**src/hw/dsp_pkg.sv**
```systemverilog
`default_nettype none

package dsp_pkg;

	// ############################################################
	// datapath widths
	localparam int lanes         = 4;   // symbols per word.
	localparam int code_bits     = 8;   // signed adc code.
	localparam int weight_bits   = 8;
	localparam int est_out_bits  = 10;
	localparam int shift_bits    = 4;
	localparam int thresh_bits   = 10;
	localparam int chan_est_bits = 8;
	localparam int ffe_taps      = 3;
	localparam int chan_taps     = 2;

	// ############################################################
	// config port and register map
	localparam int cfg_addr_bits = 4;
	localparam int cfg_data_bits = 16;

	localparam logic [cfg_addr_bits-1:0] addr_w0   = 4'd0;
	localparam logic [cfg_addr_bits-1:0] addr_w1   = 4'd1;
	localparam logic [cfg_addr_bits-1:0] addr_w2   = 4'd2;
	localparam logic [cfg_addr_bits-1:0] addr_ctrl = 4'd3;   // threshold and shift.
	localparam logic [cfg_addr_bits-1:0] addr_h0   = 4'd4;
	localparam logic [cfg_addr_bits-1:0] addr_h1   = 4'd5;

	// one data word, read as a coefficient or as the control fields.
	typedef union packed {
		struct packed {
			logic [cfg_data_bits-weight_bits-1:0] pad;
			logic signed [weight_bits-1:0]        coef;   // ffe weight or channel tap.
		} coef_view;
		struct packed {
			logic [shift_bits-1:0]                          ffe_shift;
			logic [cfg_data_bits-shift_bits-thresh_bits-1:0] pad;
			logic signed [thresh_bits-1:0]                  thresh;
		} ctrl_view;
	} dsp_cfg_word_u;

endpackage : dsp_pkg

`default_nettype wire

```
**src/hw/dsp_backend.sv**
```systemverilog
`timescale 1ns/1ns
`default_nettype none

module dsp_backend #(
	parameter int hist_depth = 4
) (
	input  logic clk,
	input  logic rstb,

	input  logic signed [dsp_pkg::code_bits-1:0] codes_i [dsp_pkg::lanes-1:0],

	input  logic                              cfg_we_i,
	input  logic [dsp_pkg::cfg_addr_bits-1:0] cfg_addr_i,
	input  dsp_pkg::dsp_cfg_word_u            cfg_data_i,

	output logic signed [dsp_pkg::est_out_bits-1:0] estimated_bits_o [dsp_pkg::lanes-1:0],
	output logic [dsp_pkg::lanes-1:0]               sliced_bits_o,
	output logic [dsp_pkg::lanes-1:0]               checked_bits_o
);

	logic signed [dsp_pkg::code_bits-1:0]     hist       [hist_depth-1:0][dsp_pkg::lanes-1:0];
	logic signed [dsp_pkg::code_bits-1:0]     prev_codes [dsp_pkg::lanes-1:0];
	logic signed [dsp_pkg::code_bits-1:0]     codes_cur  [dsp_pkg::lanes-1:0];
	logic signed [dsp_pkg::code_bits-1:0]     codes_next [dsp_pkg::lanes-1:0];

	logic signed [dsp_pkg::weight_bits-1:0]   weights  [dsp_pkg::ffe_taps-1:0];
	logic signed [dsp_pkg::thresh_bits-1:0]   thresh;
	logic        [dsp_pkg::shift_bits-1:0]    ffe_shift;
	logic signed [dsp_pkg::chan_est_bits-1:0] chan_est [dsp_pkg::chan_taps-1:0];

	// ############################################################
	// code history taps
	assign prev_codes = hist[0];   // word w-1 beside word w at the ffe.
	assign codes_next = hist[1];   // checker sees word w+1 here.
	assign codes_cur  = hist[2];   // and word w here.

	lane_history #(
		.hist_depth (hist_depth)
	) hist_i (
		.clk     (clk),
		.rstb    (rstb),
		.codes_i (codes_i),
		.hist_o  (hist)
	);

	dsp_config_regs cfg_i (
		.clk         (clk),
		.rstb        (rstb),
		.cfg_we_i    (cfg_we_i),
		.cfg_addr_i  (cfg_addr_i),
		.cfg_data_i  (cfg_data_i),
		.weights_o   (weights),
		.thresh_o    (thresh),
		.ffe_shift_o (ffe_shift),
		.chan_est_o  (chan_est)
	);

	// ############################################################
	// ffe, slicer and sequence check
	ffe_filter ffe_i (
		.clk          (clk),
		.rstb         (rstb),
		.codes_i      (codes_i),
		.prev_codes_i (prev_codes),
		.weights_i    (weights),
		.shift_i      (ffe_shift),
		.estimated_o  (estimated_bits_o)
	);

	slicer slc_i (
		.clk         (clk),
		.rstb        (rstb),
		.estimated_i (estimated_bits_o),
		.thresh_i    (thresh),
		.bits_o      (sliced_bits_o)
	);

	mlsd_checker mlsd_i (
		.clk          (clk),
		.rstb         (rstb),
		.bits_i       (sliced_bits_o),
		.codes_cur_i  (codes_cur),
		.codes_next_i (codes_next),
		.chan_est_i   (chan_est),
		.checked_o    (checked_bits_o)
	);

endmodule : dsp_backend

`default_nettype wire

```
**src/hw/dsp_config_regs.sv**
```systemverilog
`timescale 1ns/1ns
`default_nettype none

module dsp_config_regs (
	input  logic clk,
	input  logic rstb,

	input  logic                              cfg_we_i,
	input  logic [dsp_pkg::cfg_addr_bits-1:0] cfg_addr_i,
	input  dsp_pkg::dsp_cfg_word_u            cfg_data_i,

	output logic signed [dsp_pkg::weight_bits-1:0]   weights_o [dsp_pkg::ffe_taps-1:0],
	output logic signed [dsp_pkg::thresh_bits-1:0]   thresh_o,
	output logic        [dsp_pkg::shift_bits-1:0]    ffe_shift_o,
	output logic signed [dsp_pkg::chan_est_bits-1:0] chan_est_o [dsp_pkg::chan_taps-1:0]
);

	always_ff @(posedge clk or negedge rstb) begin
		if (!rstb) begin
			for (int t = 0; t < dsp_pkg::ffe_taps; t++) begin
				weights_o[t] <= '0;
			end
			for (int t = 0; t < dsp_pkg::chan_taps; t++) begin
				chan_est_o[t] <= '0;
			end
			thresh_o    <= '0;
			ffe_shift_o <= '0;
		end else if (cfg_we_i) begin
			case (cfg_addr_i)
				dsp_pkg::addr_w0: begin
					weights_o[0] <= cfg_data_i.coef_view.coef;
				end
				dsp_pkg::addr_w1: begin
					weights_o[1] <= cfg_data_i.coef_view.coef;
				end
				dsp_pkg::addr_w2: begin
					weights_o[2] <= cfg_data_i.coef_view.coef;
				end
				dsp_pkg::addr_ctrl: begin
					thresh_o    <= cfg_data_i.ctrl_view.thresh;
					ffe_shift_o <= cfg_data_i.ctrl_view.ffe_shift;
				end
				dsp_pkg::addr_h0: begin
					chan_est_o[0] <= cfg_data_i.coef_view.coef;   // main cursor.
				end
				dsp_pkg::addr_h1: begin
					chan_est_o[1] <= cfg_data_i.coef_view.coef;   // post cursor.
				end
				default: begin
					// writes to an unmapped address are dropped.
				end
			endcase
		end
	end

endmodule : dsp_config_regs

`default_nettype wire

```
**src/hw/ffe_filter.sv**
```systemverilog
`timescale 1ns/1ns
`default_nettype none

module ffe_filter (
	input  logic clk,
	input  logic rstb,

	input  logic signed [dsp_pkg::code_bits-1:0]   codes_i      [dsp_pkg::lanes-1:0],
	input  logic signed [dsp_pkg::code_bits-1:0]   prev_codes_i [dsp_pkg::lanes-1:0],
	input  logic signed [dsp_pkg::weight_bits-1:0] weights_i    [dsp_pkg::ffe_taps-1:0],
	input  logic        [dsp_pkg::shift_bits-1:0]  shift_i,

	output logic signed [dsp_pkg::est_out_bits-1:0] estimated_o [dsp_pkg::lanes-1:0]
);

	localparam int win_len   = dsp_pkg::lanes + dsp_pkg::ffe_taps - 1;
	localparam int prod_bits = dsp_pkg::code_bits + dsp_pkg::weight_bits;
	localparam int sum_bits  = prod_bits + $clog2(dsp_pkg::ffe_taps);

	localparam logic signed [sum_bits-1:0] sat_max = (1 <<< (dsp_pkg::est_out_bits-1)) - 1;
	localparam logic signed [sum_bits-1:0] sat_min = -sat_max;   // symmetric clamp.

	logic signed [dsp_pkg::code_bits-1:0]    window  [win_len-1:0];
	logic signed [sum_bits-1:0]              acc     [dsp_pkg::lanes-1:0];
	logic signed [sum_bits-1:0]              shifted [dsp_pkg::lanes-1:0];
	logic signed [dsp_pkg::est_out_bits-1:0] sat     [dsp_pkg::lanes-1:0];

	// ############################################################
	// symbol window with the tail of the previous word ahead of the current word.
	genvar gi;
	generate
		for (gi = 0; gi < win_len; gi++) begin : g_win
			if (gi < dsp_pkg::ffe_taps - 1) begin : g_prev
				assign window[gi] = prev_codes_i[dsp_pkg::lanes - (dsp_pkg::ffe_taps - 1) + gi];
			end else begin : g_cur
				assign window[gi] = codes_i[gi - (dsp_pkg::ffe_taps - 1)];
			end
		end
	endgenerate

	// ############################################################
	// tap sum, shift, clamp.
	always_comb begin
		for (int l = 0; l < dsp_pkg::lanes; l++) begin
			acc[l] = '0;
			for (int t = 0; t < dsp_pkg::ffe_taps; t++) begin
				// tap t reaches t symbols back.
				acc[l] = acc[l] + weights_i[t] * window[l + dsp_pkg::ffe_taps - 1 - t];
			end
			shifted[l] = acc[l] >>> shift_i;
			if (shifted[l] > sat_max) begin
				sat[l] = sat_max[dsp_pkg::est_out_bits-1:0];
			end else if (shifted[l] < sat_min) begin
				sat[l] = sat_min[dsp_pkg::est_out_bits-1:0];
			end else begin
				sat[l] = shifted[l][dsp_pkg::est_out_bits-1:0];
			end
		end
	end

	always_ff @(posedge clk or negedge rstb) begin
		if (!rstb) begin
			for (int l = 0; l < dsp_pkg::lanes; l++) begin
				estimated_o[l] <= '0;
			end
		end else begin
			for (int l = 0; l < dsp_pkg::lanes; l++) begin
				estimated_o[l] <= sat[l];
			end
		end
	end

endmodule : ffe_filter

`default_nettype wire

```
**src/hw/lane_history.sv**
```systemverilog
`timescale 1ns/1ns
`default_nettype none

module lane_history #(
	parameter int hist_depth = 4
) (
	input  logic clk,
	input  logic rstb,

	input  logic signed [dsp_pkg::code_bits-1:0] codes_i [dsp_pkg::lanes-1:0],

	output logic signed [dsp_pkg::code_bits-1:0] hist_o [hist_depth-1:0][dsp_pkg::lanes-1:0]
);

	// stage k holds the word seen k+1 cycles ago.
	always_ff @(posedge clk or negedge rstb) begin
		if (!rstb) begin
			for (int k = 0; k < hist_depth; k++) begin
				for (int l = 0; l < dsp_pkg::lanes; l++) begin
					hist_o[k][l] <= '0;
				end
			end
		end else begin
			for (int l = 0; l < dsp_pkg::lanes; l++) begin
				hist_o[0][l] <= codes_i[l];   // newest word.
			end
			for (int k = 1; k < hist_depth; k++) begin
				for (int l = 0; l < dsp_pkg::lanes; l++) begin
					hist_o[k][l] <= hist_o[k-1][l];
				end
			end
		end
	end

endmodule : lane_history

`default_nettype wire

```
**src/hw/mlsd_checker.sv**
```systemverilog
`timescale 1ns/1ns
`default_nettype none

module mlsd_checker (
	input  logic clk,
	input  logic rstb,

	input  logic [dsp_pkg::lanes-1:0] bits_i,   // decisions of word w+1.

	input  logic signed [dsp_pkg::code_bits-1:0]     codes_cur_i  [dsp_pkg::lanes-1:0],
	input  logic signed [dsp_pkg::code_bits-1:0]     codes_next_i [dsp_pkg::lanes-1:0],
	input  logic signed [dsp_pkg::chan_est_bits-1:0] chan_est_i   [dsp_pkg::chan_taps-1:0],

	output logic [dsp_pkg::lanes-1:0] checked_o
);

	localparam int err_bits = dsp_pkg::code_bits + 4;   // sum of two terms up to 3*128 each.

	logic [dsp_pkg::lanes-1:0]   bits_q1;   // word w.
	logic                        last_q2;   // last bit of word w-1.
	logic [dsp_pkg::lanes+1:0]   bit_seq;
	logic signed [dsp_pkg::code_bits-1:0] code_seq [dsp_pkg::lanes:0];
	logic [dsp_pkg::lanes-1:0]   flag;

	// +h for bit 1, -h for bit 0.
	function automatic logic signed [err_bits-1:0] signed_tap(
		input logic signed [dsp_pkg::chan_est_bits-1:0] h,
		input logic                                      b
	);
		logic signed [err_bits-1:0] hx;
		hx = h;
		return b ? hx : -hx;
	endfunction

	function automatic logic signed [err_bits-1:0] abs_val(
		input logic signed [err_bits-1:0] v
	);
		return (v < 0) ? -v : v;
	endfunction

	// distance of both affected codes for candidate d at symbol n.
	function automatic logic signed [err_bits-1:0] err_sum(
		input logic signed [dsp_pkg::code_bits-1:0]     c_cur,
		input logic signed [dsp_pkg::code_bits-1:0]     c_next,
		input logic                                      s_prev,
		input logic                                      d,
		input logic                                      s_next,
		input logic signed [dsp_pkg::chan_est_bits-1:0] h0,
		input logic signed [dsp_pkg::chan_est_bits-1:0] h1
	);
		logic signed [err_bits-1:0] cx;
		logic signed [err_bits-1:0] cnx;
		cx  = c_cur;
		cnx = c_next;
		return abs_val(cx - signed_tap(h0, d) - signed_tap(h1, s_prev))
			+ abs_val(cnx - signed_tap(h0, s_next) - signed_tap(h1, d));
	endfunction

	// bit and code sequences stretched one symbol across each word edge.
	assign bit_seq = {bits_i[0], bits_q1, last_q2};

	always_comb begin
		for (int l = 0; l < dsp_pkg::lanes; l++) begin
			code_seq[l] = codes_cur_i[l];
		end
		code_seq[dsp_pkg::lanes] = codes_next_i[0];
	end

	always_comb begin
		for (int l = 0; l < dsp_pkg::lanes; l++) begin
			flag[l] = err_sum(code_seq[l], code_seq[l+1], bit_seq[l], ~bit_seq[l+1],
					bit_seq[l+2], chan_est_i[0], chan_est_i[1])
				< err_sum(code_seq[l], code_seq[l+1], bit_seq[l], bit_seq[l+1],
					bit_seq[l+2], chan_est_i[0], chan_est_i[1]);
		end
	end

	always_ff @(posedge clk or negedge rstb) begin
		if (!rstb) begin
			bits_q1   <= '0;
			last_q2   <= 1'b0;
			checked_o <= '0;
		end else begin
			bits_q1   <= bits_i;
			last_q2   <= bits_q1[dsp_pkg::lanes-1];
			checked_o <= flag;
		end
	end

endmodule : mlsd_checker

`default_nettype wire

```
**src/hw/slicer.sv**
```systemverilog
`timescale 1ns/1ns
`default_nettype none

module slicer (
	input  logic clk,
	input  logic rstb,

	input  logic signed [dsp_pkg::est_out_bits-1:0] estimated_i [dsp_pkg::lanes-1:0],
	input  logic signed [dsp_pkg::thresh_bits-1:0]  thresh_i,

	output logic [dsp_pkg::lanes-1:0] bits_o
);

	logic [dsp_pkg::lanes-1:0] decide;

	always_comb begin
		for (int l = 0; l < dsp_pkg::lanes; l++) begin
			decide[l] = (estimated_i[l] >= thresh_i);   // signed compare.
		end
	end

	always_ff @(posedge clk or negedge rstb) begin
		if (!rstb) begin
			bits_o <= '0;
		end else begin
			bits_o <= decide;
		end
	end

endmodule : slicer

`default_nettype wire

```
**config.mk**
```make
export PLATFORM = sky130hd
export DESIGN_NAME = dsp_backend
export DESIGN_NICKNAME = d
export VERILOG_FILES = /design/src/hw/dsp_pkg.sv /design/src/hw/dsp_backend.sv /design/src/hw/dsp_config_regs.sv /design/src/hw/ffe_filter.sv /design/src/hw/lane_history.sv /design/src/hw/mlsd_checker.sv /design/src/hw/slicer.sv
export SDC_FILE = /design/constraint.sdc
export NUM_CORES = 2
export LEC_CHECK = 0
export BUFFER_PORTS_ARGS = -buffer_cell sky130_fd_sc_hd__buf_2
export CAP_MARGIN = 20
export CORE_AREA = 2 2 252 440
export DETAILED_ROUTE_END_ITERATION = 7
export DIE_AREA = 0 0 254 442
export PLACE_DENSITY = 0.76
export SYNTH_ARGS = -nofsm -noshare
export SYNTH_HDL_FRONTEND = slang
export SYNTH_SLANG_ARGS = --single-unit
```
**constraint.sdc**
```tcl
create_clock -name clk -period 8.85 [get_ports clk]
set_clock_uncertainty 0.15 [all_clocks]
set_input_delay 1.77 -clock clk [delete_from_list [all_inputs] [get_ports clk]]
set_output_delay 1.77 -clock clk [all_outputs]
set_load 0.02 [all_outputs]
```
==> impl_metrics.json <==
{
  "synthMostInstantiatedCell": "inv_1",
  "die_w_um": 254,
  "gr-usage-met2_pct": 68.5,
  "cts.sinks": 203,
  "ys.flop_type": "dfrtp_1",
  "endpoint_kind": "flop",
  "final_antenna_net_count": 0,
  "yosysWarningCount": 0,
  "whs_ns": 0.194,
  "pin_count": 103,
  "fp.coreArea_um2": 109000,
  "crit_path_max_incr_delay_ns": 0.56,
  "syn-instance-count": 7747,
  "fmax_mhz": 110,
  "place_congestion": 1.02,
  "clock-root-buffer": "clkbuf_16",
  "antenna_found_initial": 31,
  "rsz0062_at_grt": "yes",
  "async_reset_ff_share_pct": 100,
  "violations": "negative setup slack",
  "grt_usage_pct": 40.4,
  "ys_ff_latch": 203,
  "rows": 160,
  "wl_per_cell_um": 22.0,
  "yosys.area.top_type": "fa_1",
  "drc": 0,
  "drive_above_1_share_pct": 21.6,
  "yosys.area.top_type_share_pct": 24.8,
  "synth-edff-count": 0,
  "cp_slowest_cell": "fa_1",
  "use_met3_pct": 8.77,
  "dp_slack_ns": -1.15,
  "finalCritPeriodShare_pct": 103,
  "finalMaxSlewViolations": 0,
  "grt_util_met1_pct": 38.9,
  "hold_path.class": "reg2reg",
  "path_class": "in2reg",
  "die_area_um2": 112000,
  "vias": 60500,
  "routed_wl_um": 225000,
  "vias_per_cell": 5.91,
  "finalCriticalPeriod_ns": 9.13,
  "area_growth_syn_to_layout_pct": 21.9,
  "drt_first_iter_violations": 4400,
  "clock_latency_ns": 0.61,
  "startpoint_type": "primary input",
  "ys_types": 97,
  "synthesis.area_um2": 64600,
  "clkSlewWorstSetupHoldPaths_ns": 0.07,
  "synthTopCellsByArea": "fa_1 (25%), ha_1 (15%), dfrtp_1 (7.9%)",
  "ys_top_cells_by_count": "inv_1 (1291), fa_1 (802), ha_1 (785)",
  "synthesis.nets": 9389,
  "relSlewSlack_pct": 11.5,
  "busiest_layer": "met2",
  "grt_pass1_wl_um": 347000,
  "grt_overflow": 0,
  "portBuffers": 100,
  "die_h_um": 442,
  "cts_made_buffers": 23,
  "cp_common_cell": "fa_1",
  "finalHoldViolCount": 0,
  "syn_area_per_cell_um2": 8.35,
  "cp.required_ns": 9.14,
  "start_util_pct": 59.6,
  "crit_fanout": 8,
  "worstMarginPinSlew_ns": 1.31,
  "dr.pass1.iters": 6,
  "nets": 10400,
  "setup_viol": 40,
  "fin_ws_ns": -0.282,
  "critPathArrivalTime_ns": 9.42,
  "ys_seq_area_share_pct": 7.86,
  "status": "complete, but fails checks",
  "reg2reg_slack_ns": 0.08,
  "cts_tree": "built",
  "grt_start_max_net_pins": 147,
  "dp_hpwl_um": 182000,
  "htreeDepth": 1,
  "grt_pass1_vias": 63800,
  "utilization_pct": 72.6,
  "drv_cap": 0,
  "clock_path_buffers": 3
}
==> cell type report <==
type	count	area [um^2]
Multi-Input combinational cell	5961	56100
Fill cell	8173	29700
Timing Repair Buffer	1268	10000
Sequential cell	203	5090
Inverter	1296	4870
Tap cell	1458	1820
Clock buffer	27	631
Clock inverter	15	170
Antenna cell	18	45.0
==> metal layers <==
| metal | wire length [um] | share of wire, % |
|---|---|---|
| met1 | 71100 | 32 |
| met2 | 111000 | 49 |
| met3 | 14300 | 6.3 |
| met4 | 28600 | 13 |
| met5 | 155 | 0.069 |
==> placed cells by master, fill, tap and decap left out, types with 33 or more instances in the layout <==
cell type  instances
buf_4           1103
nor2_1           488
inv_1           1267
nor2b_1          101
a21oi_1          338
nand2b_1          97
o21ai_0          197
mux2_2            81
nor3_1            93
and2_1           441
nand3_1           80
xor2_1           202
o21bai_1         135
a21oi_2           80
ha_4              33
xnor2_1          509
ha_1             747
a21o_1           135
dfrtp_1          197
o21a_1            62
and2_4            34
mux2i_1           33
nand2_1          492
o211ai_1          40
fa_1             780
buf_6             41
buf_12            35
buf_2             77
a31oi_1           46
xnor2_2           33
==> repair_timing <==
item	in CTS	in global routing
hold buffers	0	0
pin swaps	216	160
buffers inserted	67	37
setup endpoints to repair	40	44
hold endpoints to repair	0	0
cloned	3	0
resized for setup	309	202
==> worst paths after layout <==
path / start / end / cells past startpoint
setup / recovery: codes_i[2] / ffe_i.estimated_o[10] / 35
hold / removal: hist_i.hist_o[40] / hist_i.hist_o[72] / 0
setup reg to reg: cfg_i.weights_o[16] / ffe_i.estimated_o[31] / 36
hold reg to reg: hist_i.hist_o[40] / hist_i.hist_o[72] / 0
max in group asynchronous: rstb / cfg_i.weights_o[20] / 2
min in group asynchronous: rstb / mlsd_i.checked_o[1] / 1
==> cells by family after synthesis <==
logic type / Yosys count / synth area share, %
and+or+nand+nor: 2078 / 16.1
adders and majority gates: 1589 / 40.1
buffers and inverters: 1584 / 9.22
AOI/OAI and AO/OA: 1414 / 14.3
xor gates and xnor gates: 756 / 10.3
DFF: 203 / 7.86
muxes: 123 / 2.18
==> flip-flops by register name, summed over array words and instances (netlist names), 4 cells and up <==
name               flops
hist_i.hist_o         96
ffe_i.estimated_o     40
cfg_i.weights_o       24
cfg_i.chan_est_o      16
cfg_i.thresh_o        10
cfg_i.ffe_shift_o      4
mlsd_i.bits_q1         4
mlsd_i.checked_o       4
slc_i.bits_o           4
==> worst max-delay path: cells and delay by family <==
family / cells / cell delay, ns
simple gates: 8 / 1.25
fa+ha+maj: 8 / 3.52
xor+xnor: 2 / 0.38
buf+inv: 7 / 0.75
compound gates: 10 / 1.72
==> stage by stage <==
stage,cell area [um^2],setup TNS (ns),instances
CTS,77400,-2.35,10200
floorplan,65300,-2.24,7747
global placement,74700,-39.78,10100
global route,78700,-17.55,10200
finish,78800,-7.43,10200
detailed placement,74700,-42.75,10100
Power is not shown: default switching activity piles up to over one toggle a cycle in this logic, so the estimate is an artifact.
